$ cat src/design/parking_pkg.sv
package parking_pkg;

  // passage tracking states, a is the outer barrier and b the inner one
  typedef enum logic [2:0] {
    ST_IDLE     = 3'd0,
    // entering, blocked in the order 10, 11, 01
    ST_ENTER_A  = 3'd1,
    ST_ENTER_AB = 3'd2,
    ST_ENTER_B  = 3'd3,
    // leaving, blocked in the order 01, 11, 10
    ST_EXIT_B   = 3'd4,
    ST_EXIT_AB  = 3'd5,
    ST_EXIT_A   = 3'd6,
    ST_INVALID  = 3'd7
  } passage_state_t;

  // consecutive synchronized samples needed before a filtered line flips
  localparam int unsigned DEBOUNCE_CYCLES = 4;

  // number of spaces in the car park
  localparam int unsigned CAPACITY = 8;

  // occupancy count width, must hold CAPACITY
  localparam int unsigned COUNT_W = 4;

endpackage
$ cat src/design/parking_lot_ctrl.sv
`timescale 1ns/1ps

module parking_lot_ctrl import parking_pkg::*; (
  input  logic               clk,
  input  logic               rst,
  input  logic               start,
  input  logic               a_raw,
  input  logic               b_raw,
  output logic               entered,
  output logic               exited,
  output logic               fault,
  output logic [COUNT_W-1:0] count,
  output logic               full,
  output logic               count_error
);

  logic a_flt;
  logic b_flt;

  // stage 1, synchronize and debounce the barriers
  sensor_filter u_sensor_filter (
    .clk   (clk),
    .rst   (rst),
    .a_raw (a_raw),
    .b_raw (b_raw),
    .a_flt (a_flt),
    .b_flt (b_flt)
  );

  // stage 2, passage direction tracking
  passage_fsm u_passage_fsm (
    .clk     (clk),
    .rst     (rst),
    .start   (start),
    .a_flt   (a_flt),
    .b_flt   (b_flt),
    .entered (entered),
    .exited  (exited),
    .fault   (fault)
  );

  // stage 3, occupancy against capacity
  occupancy_counter u_occupancy_counter (
    .clk         (clk),
    .rst         (rst),
    .entered     (entered),
    .exited      (exited),
    .count       (count),
    .full        (full),
    .count_error (count_error)
  );

endmodule

$ cat src/design/occupancy_counter.sv
`timescale 1ns/1ps

module occupancy_counter import parking_pkg::*; (
  input  logic               clk,
  input  logic               rst,
  input  logic               entered,
  input  logic               exited,
  output logic [COUNT_W-1:0] count,
  output logic               full,
  output logic               count_error
);

  logic [COUNT_W-1:0] count_nxt;
  logic               error_nxt;

  always_comb begin
    count_nxt = count;
    error_nxt = 1'b0;
    if (entered) begin
      // no space left, hold and flag
      if (count == COUNT_W'(CAPACITY)) begin
        error_nxt = 1'b1;
      end else begin
        count_nxt = count + COUNT_W'(1);
      end
    end else if (exited) begin
      // exit with an empty park, hold and flag
      if (count == '0) begin
        error_nxt = 1'b1;
      end else begin
        count_nxt = count - COUNT_W'(1);
      end
    end
  end

  // full follows the next count so it tracks count in the same cycle
  always_ff @(posedge clk) begin
    if (rst) begin
      count       <= '0;
      full        <= 1'b0;
      count_error <= 1'b0;
    end else begin
      count       <= count_nxt;
      full        <= (count_nxt == COUNT_W'(CAPACITY));
      count_error <= error_nxt;
    end
  end

endmodule

$ cat src/design/passage_fsm.sv
`timescale 1ns/1ps

module passage_fsm import parking_pkg::*; (
  input  logic clk,
  input  logic rst,
  input  logic start,
  input  logic a_flt,
  input  logic b_flt,
  output logic entered,
  output logic exited,
  output logic fault
);

  passage_state_t state;
  passage_state_t state_nxt;
  logic           entered_nxt;
  logic           exited_nxt;
  logic [1:0]     pat;

  // pattern is {a, b}, 1 means blocked
  assign pat = {a_flt, b_flt};

  always_comb begin
    state_nxt   = state;
    entered_nxt = 1'b0;
    exited_nxt  = 1'b0;

    case (state)
      ST_IDLE: begin
        // new passages only start while enabled
        if (start) begin
          case (pat)
            2'b10:   state_nxt = ST_ENTER_A;
            2'b01:   state_nxt = ST_EXIT_B;
            2'b11:   state_nxt = ST_INVALID;
            default: state_nxt = ST_IDLE;
          endcase
        end
      end

      ST_ENTER_A: begin
        case (pat)
          2'b11:   state_nxt = ST_ENTER_AB;
          2'b10:   state_nxt = ST_ENTER_A;
          // car backed out before reaching b
          2'b00:   state_nxt = ST_IDLE;
          default: state_nxt = ST_INVALID;
        endcase
      end

      ST_ENTER_AB: begin
        case (pat)
          2'b01:   state_nxt = ST_ENTER_B;
          2'b11:   state_nxt = ST_ENTER_AB;
          2'b10:   state_nxt = ST_ENTER_A;
          default: state_nxt = ST_INVALID;
        endcase
      end

      ST_ENTER_B: begin
        case (pat)
          2'b00: begin
            state_nxt   = ST_IDLE;
            entered_nxt = 1'b1;
          end
          2'b01:   state_nxt = ST_ENTER_B;
          2'b11:   state_nxt = ST_ENTER_AB;
          default: state_nxt = ST_INVALID;
        endcase
      end

      ST_EXIT_B: begin
        case (pat)
          2'b11:   state_nxt = ST_EXIT_AB;
          2'b01:   state_nxt = ST_EXIT_B;
          2'b00:   state_nxt = ST_IDLE;
          default: state_nxt = ST_INVALID;
        endcase
      end

      ST_EXIT_AB: begin
        case (pat)
          2'b10:   state_nxt = ST_EXIT_A;
          2'b11:   state_nxt = ST_EXIT_AB;
          2'b01:   state_nxt = ST_EXIT_B;
          default: state_nxt = ST_INVALID;
        endcase
      end

      ST_EXIT_A: begin
        case (pat)
          2'b00: begin
            state_nxt  = ST_IDLE;
            exited_nxt = 1'b1;
          end
          2'b10:   state_nxt = ST_EXIT_A;
          2'b11:   state_nxt = ST_EXIT_AB;
          default: state_nxt = ST_INVALID;
        endcase
      end

      // one cycle in invalid, then back to idle
      default: state_nxt = ST_IDLE;
    endcase
  end

  always_ff @(posedge clk) begin
    if (rst) begin
      state   <= ST_IDLE;
      entered <= 1'b0;
      exited  <= 1'b0;
    end else begin
      state   <= state_nxt;
      entered <= entered_nxt;
      exited  <= exited_nxt;
    end
  end

  assign fault = (state == ST_INVALID);

endmodule

$ cat src/design/sensor_filter.sv
`timescale 1ns/1ps

module sensor_filter import parking_pkg::*; (
  input  logic clk,
  input  logic rst,
  input  logic a_raw,
  input  logic b_raw,
  output logic a_flt,
  output logic b_flt
);

  typedef logic [$clog2(DEBOUNCE_CYCLES)-1:0] db_cnt_t;

  // bit 0 carries a, bit 1 carries b
  logic [1:0] raw;
  logic [1:0] sync1;
  logic [1:0] sync2;
  logic [1:0] flt;
  db_cnt_t    cnt [2];

  assign raw = {b_raw, a_raw};

  // two-flop synchronizers for the asynchronous barrier lines
  always_ff @(posedge clk) begin
    if (rst) begin
      sync1 <= '0;
      sync2 <= '0;
    end else begin
      sync1 <= raw;
      sync2 <= sync1;
    end
  end

  // the filtered level flips once the synchronized level has disagreed
  // for DEBOUNCE_CYCLES samples in a row
  always_ff @(posedge clk) begin
    if (rst) begin
      flt <= '0;
      for (int i = 0; i < 2; i++) begin
        cnt[i] <= '0;
      end
    end else begin
      for (int i = 0; i < 2; i++) begin
        if (sync2[i] == flt[i]) begin
          // any agreement restarts the count
          cnt[i] <= '0;
        end else if (cnt[i] == db_cnt_t'(DEBOUNCE_CYCLES - 1)) begin
          flt[i] <= sync2[i];
          cnt[i] <= '0;
        end else begin
          cnt[i] <= cnt[i] + db_cnt_t'(1);
        end
      end
    end
  end

  assign a_flt = flt[0];
  assign b_flt = flt[1];

endmodule

$ cat config.mk
export PLATFORM = sky130hd
export DESIGN_NAME = parking_lot_ctrl
export DESIGN_NICKNAME = d
export VERILOG_FILES = /design/src/design/parking_pkg.sv /design/src/design/parking_lot_ctrl.sv /design/src/design/occupancy_counter.sv /design/src/design/passage_fsm.sv /design/src/design/sensor_filter.sv
export SDC_FILE = /design/constraint.sdc
export NUM_CORES = 1
export LEC_CHECK = 0
export BUFFER_PORTS_ARGS = -buffer_cell sky130_fd_sc_hd__buf_2
export CAP_MARGIN = 20
export CELL_PAD_IN_SITES_DETAIL_PLACEMENT = 2
export CELL_PAD_IN_SITES_GLOBAL_PLACEMENT = 2
export CORE_ASPECT_RATIO = 1.1
export CORE_MARGIN = 4
export CORE_UTILIZATION = 38
export CTS_BUF_LIST = sky130_fd_sc_hd__clkbuf_8
export DETAILED_ROUTE_END_ITERATION = 16
export GPL_TIMING_DRIVEN = 1
export PLACE_DENSITY = 0.79
export SLEW_MARGIN = 25
export SYNTH_ARGS = -nofsm -noshare
export SYNTH_HDL_FRONTEND = slang
export SYNTH_SLANG_ARGS = --single-unit
$ cat constraint.sdc
create_clock -name clk -period 2.15 [get_ports clk]
set_input_delay 0.645 -clock clk [delete_from_list [all_inputs] [get_ports clk]]
set_output_delay 0.645 -clock clk [all_outputs]
set_load 0.01 [all_outputs]
==> impl_results.html, run 1 <==
<table>
<tr><th>Metric</th><th>Value</th></tr>
<tr><th colspan="2">Power and ir drop</th></tr>
<tr><td>Power per unit of standard cell area</td><td>approximately 510 nW/um^2</td></tr>
<tr><td>Leakage</td><td>just under 0.6 nW</td></tr>
<tr><td>Worst-case vdd ir drop</td><td>0.358 mV</td></tr>
<tr><th colspan="2">Clock network</th></tr>
<tr><td>Clock tree root buffer cell</td><td>sky130_fd_sc_hd__clkbuf_8</td></tr>
<tr><td>Maximum level of the CTS H-tree</td><td>1</td></tr>
<tr><td>Buffers inserted during post-CTS setup optimization</td><td>0</td></tr>
<tr><td>Number of gates resized after cts</td><td>0</td></tr>
<tr><td>Maximum clock path buffer count</td><td>2</td></tr>
<tr><td>Clock-pin transition on the worst setup and hold timing paths</td><td>about 0.080 ns</td></tr>
<tr><td>Clock Latency Late Sink</td><td>0.26 ns</td></tr>
<tr><td>TritonCTS buffer count</td><td>3</td></tr>
<tr><td>CTS tree</td><td>yes</td></tr>
<tr><td>Count of hold buffers inserted by post-cts repair</td><td>0</td></tr>
<tr><td>Clock tree sinks</td><td>21</td></tr>
<tr><th colspan="2">Global routing</th></tr>
<tr><td>Antenna violations before repair</td><td>0</td></tr>
<tr><td>Vias in the first global route</td><td>approximately 1.0k</td></tr>
<tr><td>Maximum number of pins on one net before global-route repair</td><td>15</td></tr>
<tr><td>Total global routing overflow</td><td>0</td></tr>
<tr><td>Total global routing track utilization</td><td>14.8%</td></tr>
<tr><td>Wire length of the first global-routing pass</td><td>slightly below 5000 um</td></tr>
<tr><th colspan="2">Setup path</th></tr>
<tr><td>Crit end category</td><td>output pin</td></tr>
<tr><td>CP max FO</td><td>13</td></tr>
<tr><td>Setup CP Type</td><td>reg -&gt; out</td></tr>
<tr><td>Data required time of the critical path</td><td>1.50 ns</td></tr>
<tr><td>Data arrival time of the worst path</td><td>1.25 ns</td></tr>
<tr><td>Kind of start point of the critical path</td><td>register</td></tr>
<tr><th colspan="2">Final layout</th></tr>
<tr><td>Post-route cell area</td><td>about 1400 um^2</td></tr>
<tr><td>Final core area utilization</td><td>roughly 44%</td></tr>
<tr><td>Final cell count without fillers</td><td>about 180</td></tr>
<tr><td>Count of antenna diodes in the layout</td><td>0</td></tr>
<tr><td>Nets@finish</td><td>~160</td></tr>
<tr><td>Share of cells above drive strength 1</td><td>16.3%</td></tr>
<tr><td>Layout overhead on the synthesized area</td><td>9.49%</td></tr>
<tr><th colspan="2">Route</th></tr>
<tr><td>Remaining design rule violation count</td><td>0</td></tr>
<tr><td>Number of detailed-route iterations in the first pass</td><td>2</td></tr>
<tr><td>Wire length after detailed routing</td><td>2950 um</td></tr>
<tr><td>Routed wirelength normalized by instance count</td><td>16.3 um</td></tr>
<tr><td>DR iter-0 viols</td><td>23</td></tr>
<tr><td>Count of nets left with antenna violations after detail routing</td><td>0</td></tr>
<tr><td>Avg Vias per Cell</td><td>~5.5</td></tr>
<tr><td>Total number of vias</td><td>~1k</td></tr>
<tr><th colspan="2">Timing</th></tr>
<tr><td>RSZ-0062 raised after global routing</td><td>no</td></tr>
<tr><td>Aggregate negative setup slack</td><td>0 ns</td></tr>
<tr><td>Minimum period implied by the final worst setup slack</td><td>about 1.9 ns</td></tr>
<tr><td>Maximum operating frequency</td><td>between 500 and 600 MHz</td></tr>
<tr><td>Final hold vios</td><td>0</td></tr>
<tr><td>Setup violators final</td><td>0</td></tr>
<tr><td>Portion of the clock cycle consumed by the worst path in the final layout</td><td>around nine tenths</td></tr>
<tr><td>Final count of pins violating max slew</td><td>0</td></tr>
<tr><td>Skew final</td><td>between 0.003 and 0.004 ns</td></tr>
<tr><th colspan="2">Logic synthesis</th></tr>
<tr><td>Top cells by area, synth</td><td>sky130_fd_sc_hd__dfxtp_1, sky130_fd_sc_hd__ha_1, sky130_fd_sc_hd__edfxtp_1</td></tr>
<tr><td>Number of unique standard cell types used by synthesis</td><td>between 40 and 50</td></tr>
<tr><td>Cell count after synthesis</td><td>between 100 and 150</td></tr>
<tr><td>Top cells by count, synth</td><td>sky130_fd_sc_hd__dfxtp_1, sky130_fd_sc_hd__ha_1, sky130_fd_sc_hd__inv_1, sky130_fd_sc_hd__nor2_1, sky130_fd_sc_hd__nor2b_1</td></tr>
<tr><td>Number of synthesized flops with an enable pin</td><td>4</td></tr>
<tr><td>Cell area after technology mapping</td><td>approximately 1300 um^2</td></tr>
<tr><td>Seq/Total Area, Yosys</td><td>36.4%</td></tr>
<tr><td>Most instantiated library cell after synthesis</td><td>sky130_fd_sc_hd__dfxtp_1</td></tr>
<tr><td>Synthesis Warnings</td><td>0</td></tr>
<tr><td>Total of flip-flops plus latches after synthesis</td><td>21</td></tr>
<tr><td>Post-synth top area cell</td><td>sky130_fd_sc_hd__dfxtp_1</td></tr>
<tr><td>Average size of a mapped cell</td><td>around 9.4 um^2</td></tr>
<tr><td>Primary flip-flop cell chosen by synthesis mapping</td><td>sky130_fd_sc_hd__dfxtp_1</td></tr>
<tr><td>Ys async rst share</td><td>0%</td></tr>
<tr><td>Share of the synthesized area in the top cell type</td><td>between 20% and 30%</td></tr>
<tr><th colspan="2">Floorplanning</th></tr>
<tr><td>Number of core rows</td><td>21</td></tr>
<tr><td>Die outline height</td><td>68.5 um</td></tr>
<tr><td>Starting Density</td><td>40.5%</td></tr>
<tr><td>Core footprint</td><td>3130 um^2</td></tr>
<tr><td>Top-level I/O count</td><td>14</td></tr>
<tr><td>Die X-Extent</td><td>around 63 um</td></tr>
<tr><td>Die area</td><td>roughly 4300 um^2</td></tr>
<tr><th colspan="2">Placed design</th></tr>
<tr><td>Total placed instance area</td><td>about 1300 um^2</td></tr>
<tr><td>Count of input and output buffers</td><td>13</td></tr>
<tr><td>Placer Congestion</td><td>0.826</td></tr>
<tr><td>Cell count after placement</td><td>between 150 and 200</td></tr>
<tr><td>Half-perimeter wire length of the detailed placement result</td><td>roughly 2300 um</td></tr>
<tr><th colspan="2">Job</th></tr>
<tr><td>Max-capacitance violation count</td><td>0</td></tr>
<tr><th colspan="2">Status</th></tr>
<tr><td>Result of the run</td><td>finished clean</td></tr>
<tr><th colspan="2">Worst hold path</th></tr>
<tr><td>Path class of the lowest-slack min-delay path</td><td>reg -&gt; reg</td></tr>
</table>
[routing by layer]
layer	global-route usage, %	vias to the layer above	share of wire [%]
met5	0	-	0
met4	5.79	0	1.3
met3	1.94	4	2.3
met2	29.2	12	53
met1	16.2	497	43
li1	-	487	-
[cell type report]
type | instances | area, um^2
repair buffers | 14 | 72.6
multi-input cells | 97 | 723
fillers | 380 | 1740
clock inverters | 1 | 5.00
inverters | 11 | 41.3
flip-flops and latches | 21 | 460
clock buffers | 3 | 41.3
well taps | 34 | 42.5
[cells by family (layout without fill, tap and decap cells)]
group	Yosys count	in the layout	synth area share, %
other	1	4	0.296
adder cells (fa/ha/maj)	11	11	10.9
flip-flops	21	21	36.4
AND/OR/NAND/NOR	50	50	24.2
multiplexers	7	7	5.83
buffers and inverters	19	29	7.41
AO/OA/AOI/OAI	22	22	12.9
XOR/XNOR	3	3	2.08
[critical path, stage by stage (launching register included)]
cell and delay (ns):
sky130_fd_sc_hd__dfxtp_1 0.60, sky130_fd_sc_hd__and3_1 0.25, sky130_fd_sc_hd__buf_2 0.14
[cells in the final DEF, fill, tap and decap left out, drive strengths merged, types with 3 or more instances in the layout]
master,n
a21oi,4
or3,3
buf,14
xnor2,3
mux2i,4
nor2b,8
dfxtp,17
a211oi,3
nor4b,3
ha,11
mux2,3
o21ai,4
conb,4
inv,11
clkbuf,3
nor3,4
nand2,5
nor2,11
edfxtp,4
[flip-flops by register name (all words and copies together), names as in the netlist]
name / cells
u_sensor_filter.cnt: 4
u_sensor_filter.sync1: 2
u_sensor_filter.sync2: 2
u_passage_fsm.exited: 1
u_passage_fsm.state: 3
u_occupancy_counter.full: 1
u_sensor_filter.flt: 2
u_occupancy_counter.count: 4
u_occupancy_counter.count_error: 1
u_passage_fsm.entered: 1
[path summary, 6_finish.rpt]
check / from / end / slack (ns) / depth (start not counted)
hold / removal: u_sensor_filter.sync1[0]$_SDFF_PP0_ / u_sensor_filter.sync2[0]$_SDFF_PP0_ / 0.46 / 1
setup reg to reg: u_occupancy_counter.count[0]$_SDFF_PP0_ / u_occupancy_counter.count[1]$_SDFF_PP0_ / 0.42 / 6
setup / recovery: u_passage_fsm.state[1]$_SDFFE_PP0P_ / fault / 0.26 / 2
hold reg to reg: u_sensor_filter.sync1[0]$_SDFF_PP0_ / u_sensor_filter.sync2[0]$_SDFF_PP0_ / 0.46 / 1
[metrics by stage]
| stage | power, mW | setup slack [ns] | hold WS [ns] |
|---|---|---|---|
| 2_1_floorplan | 0.439 | 0.503 | 0.414 |
| 3_3_place_gp | 0.447 | 0.477 | 0.427 |
| 3_5_place_dp | 0.449 | 0.416 | 0.428 |
| 4_1_cts | 0.719 | 0.257 | 0.464 |
| 5_1_grt | 0.740 | 0.193 | 0.472 |
| 6_report | 0.707 | 0.257 | 0.459 |
[where the power goes]
part / total [mW] / switching [mW] / internal [mW]
Sequential: 0.412 / 0.00401 / 0.408
Combinational: 0.0281 / 0.0161 / 0.0119
Clock: 0.267 / 0.137 / 0.129
Total: 0.707 / 0.157 / 0.549
Note: power is estimated with default switching activity, not from simulation.
==> run 2: changes to the inputs <==
--- a/config.mk
+++ b/config.mk
@@ -11,11 +11,11 @@
 export CELL_PAD_IN_SITES_GLOBAL_PLACEMENT = 2
 export CORE_ASPECT_RATIO = 1.1
 export CORE_MARGIN = 4
-export CORE_UTILIZATION = 38
+export CORE_UTILIZATION = 34
 export CTS_BUF_LIST = sky130_fd_sc_hd__clkbuf_8
 export DETAILED_ROUTE_END_ITERATION = 16
 export GPL_TIMING_DRIVEN = 1
-export PLACE_DENSITY = 0.79
+export PLACE_DENSITY = 0.74
 export SLEW_MARGIN = 25
 export SYNTH_ARGS = -nofsm -noshare
 export SYNTH_HDL_FRONTEND = slang
==> constraint.sdc (replaced) <==
create_clock -name clk -period 1.7 [get_ports clk]
set_input_delay 0.51 -clock clk [delete_from_list [all_inputs] [get_ports clk]]
set_output_delay 0.51 -clock clk [all_outputs]
set_load 0.01 [all_outputs]
==> impl_results.html, run 2 (synthesis gave the netlist of run 1 again) <==
<table>
<tr><th>Metric</th><th>Value</th></tr>
<tr><th colspan="2">Status</th></tr>
<tr><td>Result of the run</td><td>finished clean</td></tr>
<tr><th colspan="2">Floorplanning</th></tr>
<tr><td>Die outline height</td><td>72.0 um (+5.1%)</td></tr>
<tr><td>Core footprint</td><td>3630 um^2 (+16%)</td></tr>
<tr><td>Number of core rows</td><td>23 (+9.5%)</td></tr>
<tr><td>Top-level I/O count</td><td>14 (unchanged)</td></tr>
<tr><td>Die area</td><td>4770 um^2 (+10%)</td></tr>
<tr><td>Die X-Extent</td><td>66.2 um (+5.0%)</td></tr>
<tr><td>Starting Density</td><td>34.9% (-5.6 points)</td></tr>
<tr><th colspan="2">Route</th></tr>
<tr><td>Routed wirelength normalized by instance count</td><td>15.4 um (-5.7%)</td></tr>
<tr><td>Number of detailed-route iterations in the first pass</td><td>3 (+1)</td></tr>
<tr><td>DR iter-0 viols</td><td>31 (+35%)</td></tr>
<tr><td>Wire length after detailed routing</td><td>3140 um (+6.3%)</td></tr>
<tr><td>Avg Vias per Cell</td><td>5.03 (-9.0%)</td></tr>
<tr><td>Count of nets left with antenna violations after detail routing</td><td>0 (unchanged)</td></tr>
<tr><td>Remaining design rule violation count</td><td>0 (unchanged)</td></tr>
<tr><td>Total number of vias</td><td>1,026 (+2.6%)</td></tr>
<tr><th colspan="2">Global routing</th></tr>
<tr><td>Total global routing overflow</td><td>0 (unchanged)</td></tr>
<tr><td>Total global routing track utilization</td><td>13.8% (-0.99 points)</td></tr>
<tr><td>Maximum number of pins on one net before global-route repair</td><td>14 (-1)</td></tr>
<tr><td>Vias in the first global route</td><td>1,110 (+6.1%)</td></tr>
<tr><td>Antenna violations before repair</td><td>0 (unchanged)</td></tr>
<tr><td>Wire length of the first global-routing pass</td><td>5140 um (+4.8%)</td></tr>
<tr><th colspan="2">Clock network</th></tr>
<tr><td>Buffers inserted during post-CTS setup optimization</td><td>0 (unchanged)</td></tr>
<tr><td>CTS tree</td><td>yes</td></tr>
<tr><td>Maximum level of the CTS H-tree</td><td>1 (unchanged)</td></tr>
<tr><td>Count of hold buffers inserted by post-cts repair</td><td>0 (unchanged)</td></tr>
<tr><td>Clock tree sinks</td><td>21 (unchanged)</td></tr>
<tr><td>Clock tree root buffer cell</td><td>sky130_fd_sc_hd__clkbuf_8</td></tr>
<tr><td>Clock-pin transition on the worst setup and hold timing paths</td><td>0.08 ns (about the same)</td></tr>
<tr><td>Number of gates resized after cts</td><td>0 (unchanged)</td></tr>
<tr><td>Clock Latency Late Sink</td><td>0.26 ns (about the same)</td></tr>
<tr><td>Maximum clock path buffer count</td><td>2 (unchanged)</td></tr>
<tr><td>TritonCTS buffer count</td><td>3 (unchanged)</td></tr>
<tr><th colspan="2">Final layout</th></tr>
<tr><td>Most common library cell in the layout ignoring fill and taps</td><td>sky130_fd_sc_hd__dfxtp_1</td></tr>
<tr><td>Most used cells in the layout excluding fill and tap cells</td><td>sky130_fd_sc_hd__dfxtp_1, sky130_fd_sc_hd__buf_2, sky130_fd_sc_hd__inv_1, sky130_fd_sc_hd__nor2_1, sky130_fd_sc_hd__ha_1</td></tr>
<tr><td>Fill count</td><td>433 (+14%)</td></tr>
<tr><td>Layout overhead on the synthesized area</td><td>16.4%</td></tr>
<tr><td>FF/Latch Area</td><td>464 um^2 (+0.82%)</td></tr>
<tr><td>Biggest regs</td><td>u_occupancy_counter.count (4), u_sensor_filter.cnt (4), u_passage_fsm.state (3)</td></tr>
<tr><td>Nets@finish</td><td>171 (+4.3%)</td></tr>
<tr><td>Count of antenna diodes in the layout</td><td>0 (unchanged)</td></tr>
<tr><td>Share of cells above drive strength 1</td><td>23.4% (+7.1 points)</td></tr>
<tr><td>Combined area of the multi-input logic cells</td><td>734 um^2 (+1.6%)</td></tr>
<tr><th colspan="2">Placed design</th></tr>
<tr><td>Count of input and output buffers</td><td>13 (unchanged)</td></tr>
<tr><td>Setup slack at placement</td><td>0.0420 ns (-0.374 ns)</td></tr>
<tr><td>Half-perimeter wire length of the detailed placement result</td><td>2480 um (+8.1%)</td></tr>
<tr><td>Placer Congestion</td><td>0.801 (-3.1%)</td></tr>
<tr><th colspan="2">Timing</th></tr>
<tr><td>Portion of the clock cycle consumed by the worst path in the final layout</td><td>a little over nine tenths</td></tr>
<tr><td>Skew final</td><td>0.00160 ns (-0.00152 ns)</td></tr>
<tr><td>Setup violators final</td><td>0 (unchanged)</td></tr>
<tr><td>Maximum operating frequency</td><td>612 MHz</td></tr>
<tr><td>Final count of pins violating max slew</td><td>0 (unchanged)</td></tr>
<tr><td>RSZ-0062 raised after global routing</td><td>no</td></tr>
<tr><td>Minimum period implied by the final worst setup slack</td><td>about 1.6 ns</td></tr>
<tr><td>Aggregate negative setup slack</td><td>0 ns (unchanged)</td></tr>
<tr><td>Final hold vios</td><td>0 (unchanged)</td></tr>
<tr><td>Final setup slack of the worst path</td><td>0.0657 ns (-0.191 ns)</td></tr>
<tr><th colspan="2">Job</th></tr>
<tr><td>Max-capacitance violation count</td><td>0 (unchanged)</td></tr>
<tr><th colspan="2">Setup path</th></tr>
<tr><td>Critical-path cell list</td><td>buf_2</td></tr>
<tr><td>Setup CP Type</td><td>reg -&gt; out</td></tr>
<tr><td>CP bufs+invs</td><td>1 (unchanged)</td></tr>
<tr><td>Kind of start point of the critical path</td><td>register</td></tr>
<tr><td>CP max FO</td><td>13 (unchanged)</td></tr>
<tr><td>Data required time of the critical path</td><td>1.19 ns (-0.31 ns)</td></tr>
<tr><td>Cell family with most CP delay</td><td>flip-flops</td></tr>
<tr><td>Delay of the slowest critical-path stage</td><td>0.63 ns (+0.03 ns)</td></tr>
<tr><td>Data arrival time of the worst path</td><td>1.12 ns (-0.13 ns)</td></tr>
<tr><td>Crit end category</td><td>output pin</td></tr>
<tr><td>Slowest stage cell, crit path</td><td>sky130_fd_sc_hd__dfxtp_1</td></tr>
<tr><th colspan="2">Power and ir drop</th></tr>
<tr><td>Worst-case vdd ir drop</td><td>0.249 mV (-31%)</td></tr>
<tr><td>Leakage</td><td>0.617 nW (+7.0%)</td></tr>
<tr><td>Power per unit of standard cell area</td><td>604 nW/um^2 (+18%)</td></tr>
<tr><th colspan="2">Worst hold path</th></tr>
<tr><td>Path class of the lowest-slack min-delay path</td><td>reg -&gt; reg</td></tr>
</table>
[run 2: cell count changes in the layout (fill, tap and decap cells not counted)]
cell / change
sky130_fd_sc_hd__buf_4: +7
sky130_fd_sc_hd__o22ai_1: -1
sky130_fd_sc_hd__a211oi_2: +1
sky130_fd_sc_hd__dfxtp_2: +3
sky130_fd_sc_hd__dfxtp_1: -3
sky130_fd_sc_hd__o22ai_2: +1
sky130_fd_sc_hd__a211oi_1: -1
[run 2: area by class of cell]
cell class,instances,share of cell area [%]
inverters,11,2.80
clock buffers,3,2.80
well taps,50,4.24
multi-input cells,97,49.8
flip-flops and latches,21,31.5
repair buffers,21,8.49
clock inverters,1,0.340
[run 2: routing by layer]
layer	track usage, %	up-vias	wire length, um
met2	26.2	8	1770
met3	2.48	2	52
met5	0	-	0
met4	4.06	0	20
li1	-	503	-
met1	15.2	513	1300
[run 2: worst paths after layout]
check,start,to,slack [ns],cells past startpoint
setup / recovery,u_passage_fsm.entered$_SDFF_PP0_,entered,0.07,1
hold / removal,u_sensor_filter.sync1[1]$_SDFF_PP0_,u_sensor_filter.sync2[1]$_SDFF_PP0_,0.47,1
setup reg to reg,u_occupancy_counter.count[0]$_SDFF_PP0_,u_occupancy_counter.full$_SDFF_PP0_,0.11,6
hold reg to reg,u_sensor_filter.sync1[1]$_SDFF_PP0_,u_sensor_filter.sync2[1]$_SDFF_PP0_,0.47,1
[run 2: per-stage QoR]
step / instances / cell area [um^2] / utilization, % / power (mW) / hold slack [ns]
floorplan: 137 / 1280 / - / 0.555 / 0.414
global placement: 200 / 1410 / 39.0 / 0.566 / 0.438
detailed placement: 200 / 1410 / 39.0 / 0.570 / 0.459
CTS: 204 / 1460 / 40.2 / 0.905 / 0.468
global route: 204 / 1470 / 40.6 / 0.935 / 0.466
finish: 204 / 1470 / 40.6 / 0.890 / 0.467
[run 2: report_power, final]
group	internal, mW	switching, mW
Sequential	0.516	0.00478
Combinational	0.0156	0.0217
Clock	0.163	0.169
Total	0.695	0.195
==> run 3: changes to the inputs <==
--- a/config.mk
+++ b/config.mk
@@ -15,7 +15,7 @@
 export CTS_BUF_LIST = sky130_fd_sc_hd__clkbuf_8
 export DETAILED_ROUTE_END_ITERATION = 16
 export GPL_TIMING_DRIVEN = 1
-export PLACE_DENSITY = 0.74
+export PLACE_DENSITY_LB_ADDON = 0.1
 export SLEW_MARGIN = 25
 export SYNTH_ARGS = -nofsm -noshare
 export SYNTH_HDL_FRONTEND = slang
==> impl_results.html, run 3 (synthesis gave the netlist of run 1 again) <==
<table>
<tr><th>Metric</th><th>Value</th></tr>
<tr><th colspan="2">Status</th></tr>
<tr><td>Result of the run</td><td>finished clean</td></tr>
<tr><th colspan="2">Power and ir drop</th></tr>
<tr><td>Power per unit of standard cell area</td><td>610 nW/um^2 (+0.98%)</td></tr>
<tr><td>Sequential share of power</td><td>57.8% (-0.7 points)</td></tr>
<tr><td>Net Sw Frac</td><td>22.8% (+0.92 points)</td></tr>
<tr><td>Switching power summed over all nets</td><td>0.206 mW (+5.6%)</td></tr>
<tr><td>Leakage</td><td>0.617 nW (about the same)</td></tr>
<tr><td>Share of power burned in the clock network</td><td>38.2% (+0.9 points)</td></tr>
<tr><td>Worst-case vdd ir drop</td><td>0.314 mV (+26%)</td></tr>
<tr><td>Proportion of power drawn by combinational gates</td><td>4.0% (-0.2 points)</td></tr>
<tr><td>Cell-internal power</td><td>0.696 mW (+0.14%)</td></tr>
<tr><th colspan="2">Timing</th></tr>
<tr><td>Setup violators final</td><td>0 (unchanged)</td></tr>
<tr><td>Maximum operating frequency</td><td>617 MHz (+0.76%)</td></tr>
<tr><td>Final hold vios</td><td>0 (unchanged)</td></tr>
<tr><td>Aggregate negative setup slack</td><td>0 ns (unchanged)</td></tr>
<tr><td>RSZ-0062 raised after global routing</td><td>yes</td></tr>
<tr><td>Worst hold slack across all endpoints</td><td>0.444 ns (-0.0225 ns)</td></tr>
<tr><td>Skew final</td><td>0.00515 ns (+0.00356 ns)</td></tr>
<tr><td>Final count of pins violating max slew</td><td>0 (unchanged)</td></tr>
<tr><td>Final setup slack of the worst path</td><td>0.0781 ns (+0.0124 ns)</td></tr>
<tr><td>Portion of the clock cycle consumed by the worst path in the final layout</td><td>95.4% (-0.73 points)</td></tr>
<tr><td>Minimum period implied by the final worst setup slack</td><td>1.62 ns (-0.0124 ns)</td></tr>
<tr><th colspan="2">Placed design</th></tr>
<tr><td>Setup slack at placement</td><td>0.0115 ns (-0.0306 ns)</td></tr>
<tr><td>Half-perimeter wire length of the detailed placement result</td><td>2390 um (-3.3%)</td></tr>
<tr><td>Count of input and output buffers</td><td>13 (unchanged)</td></tr>
<tr><td>Placer Congestion</td><td>0.767 (-4.1%)</td></tr>
<tr><th colspan="2">Floorplanning</th></tr>
<tr><td>Starting Density</td><td>34.9% (unchanged)</td></tr>
<tr><td>Top-level I/O count</td><td>14 (unchanged)</td></tr>
<tr><td>Number of core rows</td><td>23 (unchanged)</td></tr>
<tr><td>Core footprint</td><td>3630 um^2 (unchanged)</td></tr>
<tr><td>Die X-Extent</td><td>66.2 um (unchanged)</td></tr>
<tr><td>Die area</td><td>4770 um^2 (unchanged)</td></tr>
<tr><td>Die outline height</td><td>72.0 um (unchanged)</td></tr>
<tr><th colspan="2">Clock network</th></tr>
<tr><td>TritonCTS buffer count</td><td>3 (unchanged)</td></tr>
<tr><td>Maximum level of the CTS H-tree</td><td>1 (unchanged)</td></tr>
<tr><td>Clock-pin transition on the worst setup and hold timing paths</td><td>0.08 ns (about the same)</td></tr>
<tr><td>Clock tree sinks</td><td>21 (unchanged)</td></tr>
<tr><td>Buffers inserted during post-CTS setup optimization</td><td>0 (unchanged)</td></tr>
<tr><td>Number of gates resized after cts</td><td>2 (+2)</td></tr>
<tr><td>CTS tree</td><td>yes</td></tr>
<tr><td>Count of hold buffers inserted by post-cts repair</td><td>0 (unchanged)</td></tr>
<tr><td>Clock Latency Late Sink</td><td>0.27 ns (about the same)</td></tr>
<tr><td>Maximum clock path buffer count</td><td>2 (unchanged)</td></tr>
<tr><td>Clock tree root buffer cell</td><td>sky130_fd_sc_hd__clkbuf_8</td></tr>
<tr><th colspan="2">Route</th></tr>
<tr><td>Total number of vias</td><td>1,018 (-0.78%)</td></tr>
<tr><td>Count of nets left with antenna violations after detail routing</td><td>0 (unchanged)</td></tr>
<tr><td>Number of detailed-route iterations in the first pass</td><td>2 (-1)</td></tr>
<tr><td>Avg Vias per Cell</td><td>4.99 (-0.78%)</td></tr>
<tr><td>Routed wirelength normalized by instance count</td><td>14.9 um (-3.3%)</td></tr>
<tr><td>Remaining design rule violation count</td><td>0 (unchanged)</td></tr>
<tr><td>Wire length after detailed routing</td><td>3030 um (-3.3%)</td></tr>
<tr><td>DR iter-0 viols</td><td>23 (-26%)</td></tr>
<tr><th colspan="2">Setup path</th></tr>
<tr><td>Critical path startpoint</td><td>u_passage_fsm.state[1]$_SDFFE_PP0P_</td></tr>
<tr><td>Critical-path cell list</td><td>and3_1, buf_2</td></tr>
<tr><td>Kind of start point of the critical path</td><td>register</td></tr>
<tr><td>R2r setup slk</td><td>0.12 ns (about the same)</td></tr>
<tr><td>Data arrival time of the worst path</td><td>1.11 ns (about the same)</td></tr>
<tr><td>Number of cells on the worst reg-to-reg path</td><td>5 (-1)</td></tr>
<tr><td>Worst R2R Start</td><td>u_occupancy_counter.count[0]$_SDFF_PP0_</td></tr>
<tr><td>Setup CP Type</td><td>reg -&gt; out</td></tr>
<tr><td>CP bufs+invs</td><td>1 (unchanged)</td></tr>
<tr><td>Data required time of the critical path</td><td>1.19 ns (about the same)</td></tr>
<tr><td>Total stage count of the critical path</td><td>2 (+1)</td></tr>
<tr><td>Delay of the slowest critical-path stage</td><td>0.50 ns (-0.13 ns)</td></tr>
<tr><td>Crit end category</td><td>output pin</td></tr>
<tr><td>Worst setup path endpoint</td><td>fault</td></tr>
<tr><td>Cell family with most CP delay</td><td>flip-flops</td></tr>
<tr><td>CP max FO</td><td>8 (-5)</td></tr>
<tr><td>Critical R2R Capture</td><td>u_occupancy_counter.count[1]$_SDFF_PP0_</td></tr>
<tr><td>Slowest stage cell, crit path</td><td>sky130_fd_sc_hd__dfxtp_1</td></tr>
<tr><th colspan="2">Final layout</th></tr>
<tr><td>Layout overhead on the synthesized area</td><td>16.8%</td></tr>
<tr><td>Share of cells above drive strength 1</td><td>24.7% (+1.3 points)</td></tr>
<tr><td>Most used cells in the layout excluding fill and tap cells</td><td>sky130_fd_sc_hd__buf_2, sky130_fd_sc_hd__dfxtp_1, sky130_fd_sc_hd__inv_1, sky130_fd_sc_hd__nor2_1, sky130_fd_sc_hd__ha_1</td></tr>
<tr><td>Biggest regs</td><td>u_occupancy_counter.count (4), u_sensor_filter.cnt (4), u_passage_fsm.state (3)</td></tr>
<tr><td>Nets@finish</td><td>171 (unchanged)</td></tr>
<tr><td>Count of antenna diodes in the layout</td><td>0 (unchanged)</td></tr>
<tr><td>Fill count</td><td>426 (-1.6%)</td></tr>
<tr><th colspan="2">Global routing</th></tr>
<tr><td>Total global routing overflow</td><td>0 (unchanged)</td></tr>
<tr><td>Antenna violations before repair</td><td>0 (unchanged)</td></tr>
<tr><td>Vias in the first global route</td><td>1,115 (+0.45%)</td></tr>
<tr><td>Total global routing track utilization</td><td>14.3% (+0.51 points)</td></tr>
<tr><td>Wire length of the first global-routing pass</td><td>5270 um (+2.5%)</td></tr>
<tr><td>Maximum number of pins on one net before global-route repair</td><td>14 (unchanged)</td></tr>
<tr><th colspan="2">Worst hold path</th></tr>
<tr><td>Path class of the lowest-slack min-delay path</td><td>in -&gt; reg</td></tr>
<tr><th colspan="2">Job</th></tr>
<tr><td>Max-capacitance violation count</td><td>0 (unchanged)</td></tr>
</table>
-- run 3: cell counts in the layout (fill, tap and decap cells not counted) --
No cell type changed its count.
-- run 3: through the flow --
step	util [%]	instance area (um^2)	power [mW]	instances
finish	40.8	1480	0.901	204
floorplan	-	1280	0.555	137
detailed placement	39.0	1410	0.570	200
global route	40.8	1480	0.942	204
global placement	39.0	1410	0.566	200
CTS	40.3	1460	0.914	204
-- run 3: cell type report --
cell class	instances	area, um^2	share of cell area, %
flip-flops and latches	21	465	31.5
well taps	50	62.6	4.23
clock inverters	1	5.00	0.338
multi-input cells	97	738	49.9
inverters	11	41.3	2.79
repair buffers	21	125	8.46
clock buffers	3	41.3	2.79
-- run 3: layer usage --
metal  vias to the layer above  wire, um  part of all wire [%]  track usage [%]
met1                       495      1280                    42             16.0
li1                        504         -                     -                -
met3                         5        97                   3.2             2.01
met2                        14      1610                    53             26.8
met4                         0        53                   1.7             5.42
met5                         -         0                     0                0
-- run 3: worst min-delay path by stage --
stage | from | endpoint | depth (start not counted)
floorplan | u_sensor_filter.sync1[0]$_SDFF_PP0_ | u_sensor_filter.sync2[0]$_SDFF_PP0_ | 1
global placement | u_sensor_filter.sync1[1]$_SDFF_PP0_ | u_sensor_filter.sync2[1]$_SDFF_PP0_ | 1
detailed placement | u_sensor_filter.sync1[0]$_SDFF_PP0_ | u_sensor_filter.sync2[0]$_SDFF_PP0_ | 1
CTS | a_raw | u_sensor_filter.sync1[0]$_SDFF_PP0_ | 2
global route | a_raw | u_sensor_filter.sync1[0]$_SDFF_PP0_ | 2
finish | a_raw | u_sensor_filter.sync1[0]$_SDFF_PP0_ | 2
-- run 3: power groups by stage --
stage	Combinational [mW]	Clock [mW]	Sequential, mW
CTS	0.0374	0.355	0.521
global route	0.0421	0.377	0.522
detailed placement	0.0373	0	0.533
floorplan	0.0243	0	0.531
finish	0.0363	0.345	0.521
global placement	0.0343	0	0.532
